==> config.mk <==
export PLATFORM = sky130hd
export DESIGN_NAME = exec_top
export DESIGN_NICKNAME = d
export VERILOG_FILES = /design/src/source/cpu_arch_pkg.sv /design/src/source/exec_if_pkg.sv /design/src/source/req_fifo.sv /design/src/source/alu_unit.sv /design/src/source/branch_unit.sv /design/src/source/arch_commit.sv /design/src/source/exec_top.sv
export VERILOG_INCLUDE_DIRS = /design/src /design/src/source
export SDC_FILE = /design/constraint.sdc
export NUM_CORES = 1
export LEC_CHECK = 0
export BUFFER_PORTS_ARGS = -buffer_cell sky130_fd_sc_hd__buf_2
export CORE_MARGIN = 3
export CORE_UTILIZATION = 61
export CTS_CLUSTER_DIAMETER = 60
export DETAILED_ROUTE_END_ITERATION = 6
export PLACE_DENSITY = 0.91
export SYNTH_ARGS = -nofsm -noshare
export SYNTH_HDL_FRONTEND = slang
export SYNTH_HIERARCHICAL = 1
export SYNTH_SLANG_ARGS = --single-unit
==> constraint.sdc <==
create_clock -name i_clk -period 5.57 [get_ports i_clk]
set_input_delay 0.8355 -clock i_clk [delete_from_list [all_inputs] [get_ports i_clk]]
set_output_delay 0.8355 -clock i_clk [all_outputs]
set_load 0.01 [all_outputs]
==> src/source/cpu_cfg.svh <==
`ifndef CPU_CFG_SVH
`define CPU_CFG_SVH

// architectural state after reset
`define CPU_RESET_PC 16'hC000

// I set, bit 5 always reads as one
`define CPU_RESET_STATUS 8'h24

// request queue entries, also the input credits held by the source
`define CPU_REQ_FIFO_DEPTH 4

// commit credits held by the core after reset
`define CPU_OUT_CREDITS 2

`endif

==> src/source/cpu_arch_pkg.sv <==
`default_nettype none

package cpu_arch_pkg;

    // NV-BDIZC, msb first
    typedef struct packed {
        logic n;
        logic v;
        logic one;
        logic b;
        logic d;
        logic i;
        logic z;
        logic c;
    } status_flags_t;

    // raw byte for PLP, flag view for everything else
    typedef union packed {
        logic [7:0]    raw;
        status_flags_t flags;
    } status_u;

    // register source and destination
    typedef enum logic [1:0] {
        REG_A = 2'd0,
        REG_X = 2'd1,
        REG_Y = 2'd2
    } reg_sel_e;

    // flag tested by a branch
    typedef enum logic [1:0] {
        BR_C = 2'd0,
        BR_Z = 2'd1,
        BR_N = 2'd2,
        BR_V = 2'd3
    } branch_flag_e;

endpackage : cpu_arch_pkg

`default_nettype wire

==> src/source/exec_if_pkg.sv <==
`default_nettype none

package exec_if_pkg;
    import cpu_arch_pkg::*;

    typedef enum logic [4:0] {
        OP_ADC, OP_SBC, OP_AND, OP_ORA,
        OP_EOR, OP_CMP, OP_LD,  OP_SEC,
        OP_CLC, OP_SEI, OP_CLI, OP_SED,
        OP_CLD, OP_CLV, OP_PLP, OP_BR
    } exec_op_e;

    // one two-byte instruction, operand is the second byte
    typedef struct packed {
        exec_op_e     op;
        reg_sel_e     reg_sel;
        branch_flag_e br_flag;
        logic         br_inv;
        logic [7:0]   operand;
    } exec_req_t;

    typedef struct packed {
        logic [7:0] value;
        logic       wr_reg;
        status_u    status;
    } alu_res_t;

    typedef struct packed {
        logic        taken;
        logic [15:0] next_pc;
    } branch_res_t;

    typedef struct packed {
        logic [15:0] pc;
        logic [7:0]  a;
        logic [7:0]  x;
        logic [7:0]  y;
        status_u     status;
    } arch_state_t;

    // state after the instruction
    typedef struct packed {
        arch_state_t state;
        logic        taken;
    } commit_t;

endpackage : exec_if_pkg

`default_nettype wire

==> src/source/req_fifo.sv <==
`timescale 1ns/1ps
`default_nettype none
`include "cpu_cfg.svh"

module req_fifo import exec_if_pkg::*; (
    input  logic      i_clk,
    input  logic      i_reset_active,
    input  logic      i_push,
    input  exec_req_t i_push_data,
    input  logic      i_pop,
    output exec_req_t o_head,
    output logic      o_head_valid,
    output logic      o_credit
);

    localparam int DEPTH = `CPU_REQ_FIFO_DEPTH;
    localparam int PTR_W = (DEPTH > 1) ? $clog2(DEPTH) : 1;
    localparam int CNT_W = $clog2(DEPTH + 1);

    exec_req_t mem [DEPTH];

    logic [PTR_W-1:0] wr_ptr;
    logic [PTR_W-1:0] rd_ptr;
    logic [CNT_W-1:0] count;

    // source never pushes without a credit, so no full check
    always_ff @(posedge i_clk) begin
        if (i_push) begin
            mem[wr_ptr] <= i_push_data;
        end
    end

    always_ff @(posedge i_clk) begin
        if (i_reset_active) begin
            wr_ptr   <= '0;
            rd_ptr   <= '0;
            count    <= '0;
            o_credit <= 1'b0;
        end else begin
            if (i_push) begin
                wr_ptr <= (wr_ptr == PTR_W'(DEPTH - 1)) ? '0 : wr_ptr + 1'b1;
            end
            if (i_pop) begin
                rd_ptr <= (rd_ptr == PTR_W'(DEPTH - 1)) ? '0 : rd_ptr + 1'b1;
            end
            count <= count + CNT_W'(i_push) - CNT_W'(i_pop);
            // one credit back per popped entry
            o_credit <= i_pop;
        end
    end

    assign o_head       = mem[rd_ptr];
    assign o_head_valid = (count != '0);

endmodule : req_fifo

`default_nettype wire

==> src/source/alu_unit.sv <==
`timescale 1ns/1ps
`default_nettype none

module alu_unit import cpu_arch_pkg::*, exec_if_pkg::*; (
    input  exec_req_t   i_req,
    input  arch_state_t i_state,
    output alu_res_t    o_res
);

    logic [7:0] src;
    logic [7:0] opb;
    logic       cin;
    logic [8:0] sum;
    logic       ovf;
    logic       nz_upd;

    always_comb begin
        case (i_req.reg_sel)
            REG_X:   src = i_state.x;
            REG_Y:   src = i_state.y;
            default: src = i_state.a;
        endcase
    end

    // one adder serves ADC, SBC and CMP
    always_comb begin
        opb = (i_req.op == OP_ADC) ? i_req.operand : ~i_req.operand;
        cin = (i_req.op == OP_CMP) ? 1'b1 : i_state.status.flags.c;
        sum = {1'b0, src} + {1'b0, opb} + {8'd0, cin};
        // same input signs, different result sign
        ovf = (src[7] == opb[7]) && (sum[7] != src[7]);
    end

    always_comb begin
        o_res.value  = sum[7:0];
        o_res.wr_reg = 1'b0;
        o_res.status = i_state.status;
        nz_upd       = 1'b1;

        case (i_req.op)
            OP_ADC, OP_SBC: begin
                o_res.wr_reg         = 1'b1;
                o_res.status.flags.c = sum[8];
                o_res.status.flags.v = ovf;
            end
            OP_AND: begin
                o_res.value  = src & i_req.operand;
                o_res.wr_reg = 1'b1;
            end
            OP_ORA: begin
                o_res.value  = src | i_req.operand;
                o_res.wr_reg = 1'b1;
            end
            OP_EOR: begin
                o_res.value  = src ^ i_req.operand;
                o_res.wr_reg = 1'b1;
            end
            OP_LD: begin
                o_res.value  = i_req.operand;
                o_res.wr_reg = 1'b1;
            end
            // no borrow means src >= operand
            OP_CMP: o_res.status.flags.c = sum[8];
            OP_SEC: begin
                o_res.status.flags.c = 1'b1;
                nz_upd               = 1'b0;
            end
            OP_CLC: begin
                o_res.status.flags.c = 1'b0;
                nz_upd               = 1'b0;
            end
            OP_SEI: begin
                o_res.status.flags.i = 1'b1;
                nz_upd               = 1'b0;
            end
            OP_CLI: begin
                o_res.status.flags.i = 1'b0;
                nz_upd               = 1'b0;
            end
            OP_SED: begin
                o_res.status.flags.d = 1'b1;
                nz_upd               = 1'b0;
            end
            OP_CLD: begin
                o_res.status.flags.d = 1'b0;
                nz_upd               = 1'b0;
            end
            OP_CLV: begin
                o_res.status.flags.v = 1'b0;
                nz_upd               = 1'b0;
            end
            OP_PLP: begin
                // pulled byte, B never stored, bit 5 reads as one
                o_res.status.raw       = i_req.operand;
                o_res.status.flags.b   = 1'b0;
                o_res.status.flags.one = 1'b1;
                nz_upd                 = 1'b0;
            end
            default: nz_upd = 1'b0;
        endcase

        if (nz_upd) begin
            o_res.status.flags.n = o_res.value[7];
            o_res.status.flags.z = (o_res.value == 8'h00);
        end
    end

endmodule : alu_unit

`default_nettype wire

==> src/source/branch_unit.sv <==
`timescale 1ns/1ps
`default_nettype none

module branch_unit import cpu_arch_pkg::*, exec_if_pkg::*; (
    input  exec_req_t   i_req,
    input  arch_state_t i_state,
    output branch_res_t o_res
);

    logic        flag;
    logic [15:0] disp;

    always_comb begin
        case (i_req.br_flag)
            BR_C:    flag = i_state.status.flags.c;
            BR_Z:    flag = i_state.status.flags.z;
            BR_N:    flag = i_state.status.flags.n;
            default: flag = i_state.status.flags.v;
        endcase
    end

    // signed offset relative to the next instruction
    assign disp = {{8{i_req.operand[7]}}, i_req.operand};

    always_comb begin
        o_res.taken   = (i_req.op == OP_BR) && (flag ^ i_req.br_inv);
        o_res.next_pc = i_state.pc + 16'd2;
        if (o_res.taken) begin
            o_res.next_pc = i_state.pc + 16'd2 + disp;
        end
    end

endmodule : branch_unit

`default_nettype wire

==> src/source/arch_commit.sv <==
`timescale 1ns/1ps
`default_nettype none
`include "cpu_cfg.svh"

module arch_commit import cpu_arch_pkg::*, exec_if_pkg::*; (
    input  logic        i_clk,
    input  logic        i_reset_active,
    input  exec_req_t   i_head,
    input  logic        i_head_valid,
    input  alu_res_t    i_alu,
    input  branch_res_t i_branch,
    input  logic        i_commit_credit,
    output arch_state_t o_state,
    output logic        o_pop,
    output commit_t     o_commit,
    output logic        o_commit_valid
);

    localparam int CRED_W = $clog2(`CPU_OUT_CREDITS + 1);

    arch_state_t      state_q;
    arch_state_t      state_d;
    logic [CRED_W-1:0] credits;
    logic             exec;

    ////////////////////////////////////////////////////////////////////////////
    // execute decision

    // stall on an empty queue or with no commit credit left
    assign exec  = i_head_valid && (credits != '0);
    assign o_pop = exec;

    ////////////////////////////////////////////////////////////////////////////
    // next architectural state

    always_comb begin
        state_d        = state_q;
        state_d.pc     = i_branch.next_pc;
        state_d.status = i_alu.status;
        if (i_alu.wr_reg) begin
            case (i_head.reg_sel)
                REG_X:   state_d.x = i_alu.value;
                REG_Y:   state_d.y = i_alu.value;
                default: state_d.a = i_alu.value;
            endcase
        end
    end

    ////////////////////////////////////////////////////////////////////////////
    // registers

    always_ff @(posedge i_clk) begin
        if (i_reset_active) begin
            state_q.pc         <= `CPU_RESET_PC;
            state_q.a          <= 8'h00;
            state_q.x          <= 8'h00;
            state_q.y          <= 8'h00;
            state_q.status.raw <= `CPU_RESET_STATUS;
        end else if (exec) begin
            state_q <= state_d;
        end
    end

    // credits come back from the sink at any time
    always_ff @(posedge i_clk) begin
        if (i_reset_active) begin
            credits <= CRED_W'(`CPU_OUT_CREDITS);
        end else begin
            credits <= credits + CRED_W'(i_commit_credit) - CRED_W'(exec);
        end
    end

    always_ff @(posedge i_clk) begin
        if (i_reset_active) begin
            o_commit_valid <= 1'b0;
        end else begin
            o_commit_valid <= exec;
        end
    end

    // commit record, qualified by o_commit_valid
    always_ff @(posedge i_clk) begin
        if (exec) begin
            o_commit.state <= state_d;
            o_commit.taken <= i_branch.taken;
        end
    end

    assign o_state = state_q;

endmodule : arch_commit

`default_nettype wire

==> src/source/exec_top.sv <==
`timescale 1ns/1ps
`default_nettype none

module exec_top import exec_if_pkg::*; (
    input  logic      i_clk,
    input  logic      i_reset_active,
    input  logic      i_req_valid,
    input  exec_req_t i_req,
    output logic      o_req_credit,
    output logic      o_commit_valid,
    output commit_t   o_commit,
    input  logic      i_commit_credit
);

    exec_req_t   head;
    logic        head_valid;
    logic        pop;
    arch_state_t state;
    alu_res_t    alu_res;
    branch_res_t br_res;

    // request queue, one credit back per pop
    req_fifo u_req_fifo (
        .i_clk          (i_clk),
        .i_reset_active (i_reset_active),
        .i_push         (i_req_valid),
        .i_push_data    (i_req),
        .i_pop          (pop),
        .o_head         (head),
        .o_head_valid   (head_valid),
        .o_credit       (o_req_credit)
    );

    // both units see the same head and state
    alu_unit u_alu (
        .i_req   (head),
        .i_state (state),
        .o_res   (alu_res)
    );

    branch_unit u_branch (
        .i_req   (head),
        .i_state (state),
        .o_res   (br_res)
    );

    arch_commit u_commit (
        .i_clk           (i_clk),
        .i_reset_active  (i_reset_active),
        .i_head          (head),
        .i_head_valid    (head_valid),
        .i_alu           (alu_res),
        .i_branch        (br_res),
        .i_commit_credit (i_commit_credit),
        .o_state         (state),
        .o_pop           (pop),
        .o_commit        (o_commit),
        .o_commit_valid  (o_commit_valid)
    );

endmodule : exec_top

`default_nettype wire

==> impl_metrics.env, run 1 <==
export IMPL_status="finished clean"
export IMPL_die_w_um=132
export IMPL_dieArea_mm2=0.0175
export IMPL_rrSetupSlack_ns=0.61
export IMPL_finalSetupViolCount=0
export IMPL_end_kind="flop"
export IMPL_cts_root_buf="clkbuf_16"
export IMPL_cts_sinks=182
export IMPL_min_from="u_commit/o_state[4]$_SDFFE_PP0P_"
export IMPL_grt_usage_pct=23.7
export IMPL_synth_edf_count=121
export IMPL_drtPass1Iterations=5
export IMPL_yosysTopAreaCellShare_pct=37.4
export IMPL_grt_pass1_wl_um=33200
export IMPL_synthesis_area_mm2=0.00971
export IMPL_period_share_pct=89.1
export IMPL_grt_antenna_before_repair=0
export IMPL_wl_per_cell_um=18.7
export IMPL_worstPathArrival_ns=5.32
export IMPL_path_clk_slew_ns=0.07
export IMPL_path_buf_inv=2
export IMPL_yosys_area_share_simple_pct=11.6
export IMPL_syn_num_nets=896
export IMPL_rsz0062_at_grt="no"
export IMPL_synth_cell_types=79
export IMPL_yosys_warnings=6
export IMPL_relSlewSlack_pct=31.3
export IMPL_yosys_area_top_type="edfxtp_1"
export IMPL_gp_congestion=0.973
export IMPL_detailed_place_hpwl_um=14400
export IMPL_num_io_pins=73
export IMPL_cp_slowest_stage_delay_ns=0.64
export IMPL_drtIter0Drc=608
export IMPL_wirelength_um=20700
export IMPL_most_common_layout_cells="edfxtp_1 (121), nand2_1 (82), buf_2 (72)"
export IMPL_synth_xor_area_share_pct=4.10
export IMPL_grt_start_max_net_pins=78
export IMPL_core_area_mm2=0.0154
export IMPL_fp_row_count=45
export IMPL_slew_viol_final=0
export IMPL_ant_nets=0
export IMPL_clock_skew_ns=0.00915
export IMPL_area_sequential_mm2=0.00485
export IMPL_cts_buffer_depth=2
export IMPL_numCtsBuffers=17
export IMPL_ctsHoldBuffers=0
export IMPL_tritoncts="done"
export IMPL_final_nets=963
export IMPL_via_count=6696
export IMPL_path_max_fanout=16
export IMPL_synth_top_family_by_area="multiplexers"
export IMPL_route_detailed_drc=0
export IMPL_synth_compound_area_share_pct=11.0
export IMPL_ir_worst_vdd_uv=239
export IMPL_grt_pass1_vias=6297
export IMPL_port_buffers=72
export IMPL_ys_async_sr_fraction_pct=0
export IMPL_initial_utilization_pct=63.2
export IMPL_finalHoldViolCount=0
export IMPL_p_leak_nw=4.34
export IMPL_synth_seq_cells=182
export IMPL_postLayoutCellArea_mm2=0.0108
export IMPL_hold_ws_ns=0.450
export IMPL_syn_area_per_cell_um2=11.9
export IMPL_hp_class="reg2reg"
export IMPL_fmax_mhz=201
export IMPL_ctsResizeCount=0
export IMPL_synthCells=814
export IMPL_path_cells="buf_4 > mux4_1 > ha_1 > o21ai_0 > inv_1 > fa_1 > fa_1 > nand2b_1 > a21oi_1 > o211ai_1 > o41ai_1 > a21boi_2 > o41ai_2 > nand2_1 > a21oi_1"
export IMPL_slowest_stage="mux4_1"
export IMPL_synth_area_leaders="edfxtp_1 (37%), dfxtp_1 (13%), ha_1 (7.2%)"
export IMPL_drv_cap=0
export IMPL_fin_crit_ns=4.96
export IMPL_start_kind="flop"
export IMPL_criticalPathCategory="reg2reg"
export IMPL_muxShareOfSynthArea_pct=11.6
export IMPL_synthFlopType="edfxtp_1"
export IMPL_multiInputGateArea_mm2=0.00449
export IMPL_nFillCells=1065
export IMPL_post_cts_setup_buffers=0
export IMPL_num_antenna_cells=0
export IMPL_die_y_um=132
export IMPL_fin_setup_tns_ns=0
export IMPL_viasPerCell=6.07
export IMPL_syn_to_final_growth_pct=11.3
export IMPL_drive_above_1_share_pct=19.9
export IMPL_worst_pin_slew_ns=1.03
export IMPL_htree_levels=4
export IMPL_clock_latency_ns=0.43
export IMPL_ys_seq_area_share_pct=50.0
export IMPL_dpl_cell_area_mm2=0.0102
export IMPL_powerDensity_mw_per_mm2=532
export IMPL_crit_required_ns=5.93
export IMPL_grt_overflow=0
export IMPL_critPathTopFamily="compound AO/OA/AOI/OAI gates"
export IMPL_layout_commonest_cell="edfxtp_1"
export IMPL_synthAdderAreaFrac_pct=8.04
## state kept, by name, indices dropped and copies added, names as in the netlist, named ones only
register / count
u_req_fifo/count: 3
u_req_fifo/wr_ptr: 2
u_commit/credits: 2
u_req_fifo/mem: 72
u_commit/o_state: 48
u_commit/o_commit: 49
u_req_fifo/rd_ptr: 2
u_commit/o_commit_valid: 1
u_req_fifo/o_credit: 1
## logic make-up (layout without fill, tap and decap cells)
kind of cell / Yosys count / after routing
AO/OA/AOI/OAI: 155 / 155
XOR/XNOR: 43 / 43
adder cells (fa/ha/maj): 60 / 60
buffers and inverters: 67 / 146
flip-flops: 182 / 182
multiplexers: 81 / 81
AND/OR/NAND/NOR: 226 / 226
## power breakdown
part | total [mW] | internal [mW] | switching [mW]
clock | 1.27 | 0.800 | 0.468
combinational | 2.51 | 0.962 | 1.55
sequential | 1.98 | 1.82 | 0.156
total | 5.75 | 3.58 | 2.17
## metal layers
layer / part of all wire, % / GRT usage [%] / vias to the layer above / routed length [µm]
met5: 0 / 0 / - / 0
met4: 1.7 / 7.33 / 0 / 354
met3: 8.2 / 4.77 / 34 / 1690
met2: 47 / 37.5 / 309 / 9660
met1: 43 / 33.4 / 3227 / 8960
li1: - / - / 3126 / -
## cell type report
cell class / instances / share of cell area (%)
flip-flops and latches: 182 / 44.9
inverters: 33 / 1.17
clock buffers: 24 / 4.56
well taps: 211 / 2.44
clock inverters: 7 / 1.32
repair buffers: 82 / 4.03
multi-input cells: 565 / 41.6
## tightest hold or removal path, stage by stage (launching register included)
cell and delay [ns]:
dfxtp_1 0.31, nand2_1 0.05, a21oi_1 0.05
## final timing paths
path                                       to  cells after the start
max          u_commit/o_state[1]$_SDFFE_PP0P_                     15
min          u_commit/o_state[4]$_SDFFE_PP0P_                      2
max reg2reg  u_commit/o_state[1]$_SDFFE_PP0P_                     15
min reg2reg  u_commit/o_state[4]$_SDFFE_PP0P_                      2
## synth_stat cells, drive strengths merged (5+ instances only)
| cell | number |
|---|---|
| mux2i | 29 |
| nand2b | 8 |
| mux2 | 33 |
| nand3b | 5 |
| or2 | 5 |
| and2 | 9 |
| dfxtp | 61 |
| nand4 | 8 |
| buf | 23 |
| nor2b | 9 |
| o21ai | 31 |
| o2111ai | 5 |
| nand2 | 82 |
| edfxtp | 121 |
| xor2 | 10 |
| a21o | 9 |
| inv | 33 |
| nor3 | 6 |
| nor2 | 58 |
| a31oi | 6 |
| nand3 | 13 |
| nor3b | 5 |
| xnor2 | 32 |
| clkbuf | 11 |
| mux4 | 19 |
| a21oi | 55 |
| ha | 56 |
| a22oi | 11 |
## through the flow
stage	util [%]	instances	setup WS, ns	power (mW)
floorplan	-	814	1.29	3.85
global placement	66.2	1073	0.857	4.37
detailed placement	66.2	1073	0.664	4.45
CTS	70.3	1104	0.623	5.74
global route	70.3	1104	0.331	6.08
finish	70.3	1104	0.607	5.75
(Power assumes the default switching activity.)
==> run 2: changes to the inputs <==
Settings changed: RECOVER_POWER set to 50.
==> run 2 against run 1 <==
Effect of this change:
- the flow now finishes with violations (capacitance limit, slew limit)
- global-route usage is the same
- non-clock buffer count is the same
- highest routed layer unchanged
- die area is the same
- flip-flop and latch count is the same
- count of clock-buffer cells in the layout is the same
- clock power is essentially flat
- via count shrank 0.45%
==> impl_metrics.env, run 2 (same netlist as run 1, synthesis figures left out) <==
export IMPL_status="complete, but fails checks"
export IMPL_violations="capacitance limit, slew limit"
export IMPL_cts_buffer_depth=2
export IMPL_num_antenna_cells=0
export IMPL_route_detailed_drc=0
export IMPL_criticalPathCategory="reg2reg"
export IMPL_finalNonFillerCells=1104
export IMPL_slew_viol_final=60
export IMPL_most_common_layout_cells="edfxtp_1 (121), nand2_1 (82), clkbuf_1 (69)"
export IMPL_initial_utilization_pct=63.2
export IMPL_numCtsBuffers=17
export IMPL_grt_antenna_before_repair=0
export IMPL_num_io_pins=73
export IMPL_ctsHoldBuffers=0
export IMPL_wirelength_um=20800
export IMPL_grt_usage_pct=23.7
export IMPL_die_y_um=132
export IMPL_nFillCells=1100
export IMPL_clkPwrFrac_pct=22.2
export IMPL_drive_above_1_share_pct=12.7
export IMPL_cts_root_buf="clkbuf_16"
export IMPL_clock_skew_ns=0.00957
export IMPL_gp_congestion=0.973
export IMPL_dp_cells=1073
export IMPL_port_buffers=72
export IMPL_fin_crit_ns=5.00
export IMPL_multiInputGateArea_mm2=0.00449
export IMPL_internal_power_mw=3.54
export IMPL_fin_setup_tns_ns=0
export IMPL_p_switching_mw=2.19
export IMPL_finalHoldViolCount=0
export IMPL_largest_register_ffs=72
export IMPL_syn_to_final_growth_pct=10.5
export IMPL_ant_nets=0
export IMPL_drtPass1Iterations=5
export IMPL_drtIter0Drc=651
export IMPL_layout_commonest_cell="edfxtp_1"
export IMPL_crit_required_ns=5.89
export IMPL_grt_start_max_net_pins=78
export IMPL_p_seq_share_pct=34.6
export IMPL_core_area_mm2=0.0154
export IMPL_post_cts_setup_buffers=0
export IMPL_hp_class="reg2reg"
export IMPL_cts_sinks=182
export IMPL_fmax_mhz=200
export IMPL_htree_levels=4
export IMPL_area_sequential_mm2=0.00485
export IMPL_path_max_fanout=16
export IMPL_clock_latency_ns=0.43
export IMPL_drv_cap=1
export IMPL_ctsResizeCount=0
export IMPL_period_share_pct=89.7
export IMPL_top_register="u_req_fifo/mem"
export IMPL_relSlewSlack_pct=-83.7
export IMPL_ir_worst_vdd_uv=241
export IMPL_grt_pass1_wl_um=33200
export IMPL_pwr_share_comb_pct=43.3
export IMPL_start_kind="flop"
export IMPL_wl_per_cell_um=18.8
export IMPL_end_kind="flop"
export IMPL_worstPathArrival_ns=5.32
export IMPL_grt_overflow=0
export IMPL_path_clk_slew_ns=0.07
export IMPL_rsz0062_at_grt="no"
export IMPL_worst_pin_slew_ns=2.76
export IMPL_viasPerCell=6.04
export IMPL_fp_row_count=45
export IMPL_detailed_place_hpwl_um=14400
export IMPL_tritoncts="done"
export IMPL_p_leak_nw=4.14
export IMPL_grt_pass1_vias=6297
export IMPL_die_w_um=132
export IMPL_finalSetupViolCount=0
export IMPL_hold_ws_ns=0.449
export IMPL_powerDensity_mw_per_mm2=534
export IMPL_via_count=6666
export IMPL_final_nets=963
export IMPL_dieArea_mm2=0.0175
export IMPL_p_sw_share_pct=38.2
run 2: cell count changes in the layout (fill, tap and decap cells not counted), sizes merged:
cell    delta
buf       -65
clkbuf    +65
run 2: metal layers:
layer	GRT usage [%]	up-vias	wire length, µm
met5	0	-	0
met4	7.33	0	332
met3	4.77	31	1590
met2	37.5	287	9780
met1	33.4	3221	9080
li1	-	3127	-
run 2: stage by stage:
| step | power, mW | worst slack [ns] | area (µm²) | utilization (%) |
|---|---|---|---|---|
| after floorplan | 3.85 | 1.29 | 9710 | - |
| after global placement | 4.37 | 0.857 | 10200 | 66.2 |
| after detailed placement | 4.45 | 0.664 | 10200 | 66.2 |
| after CTS | 5.74 | 0.623 | 10800 | 70.3 |
| after global routing | 6.04 | 0.296 | 10700 | 69.8 |
| final | 5.73 | 0.571 | 10700 | 69.8 |
run 2: path summary, 6_finish.rpt:
kind / start / end / slack (ns) / cells after the start
hold reg to reg: u_commit/o_state[4]$_SDFFE_PP0P_ / u_commit/o_state[4]$_SDFFE_PP0P_ / 0.45 / 2
hold / removal: u_commit/o_state[4]$_SDFFE_PP0P_ / u_commit/o_state[4]$_SDFFE_PP0P_ / 0.45 / 2
setup / recovery: flop / u_commit/o_state[1]$_SDFFE_PP0P_ / 0.57 / 15
setup reg to reg: flop / u_commit/o_state[1]$_SDFFE_PP0P_ / 0.57 / 15
run 2: final cells by class:
cell class | count | share of cell area, %
Clock inverter | 7 | 1.33
Sequential cell | 182 | 45.3
Inverter | 33 | 1.18
Clock buffer | 24 | 4.60
Timing Repair Buffer | 82 | 3.28
Multi-Input combinational cell | 565 | 41.9
Tap cell | 211 | 2.46
run 2: worst max-delay path, cell delays in order, from the launching register on:
cell and delay [ns]:
dfxtp_1 0.57, buf_4 0.25, mux4_1 0.64, ha_1 0.47
o21ai_0 0.32, inv_1 0.13, fa_1 0.51, fa_1 0.44
nand2b_1 0.18, a21oi_1 0.28, o211ai_1 0.13, o41ai_1 0.11
a21boi_2 0.20, o41ai_2 0.40, nand2_1 0.10, a21oi_1 0.15
run 2: power by group through the flow:
stage	combinational [mW]	clock (mW)	sequential, mW
final	2.48	1.27	1.98
after global placement	2.39	0	1.99
after CTS	2.49	1.28	1.98
after global routing	2.70	1.34	2.01
after detailed placement	2.46	0	2.00
after floorplan	1.81	0	2.04
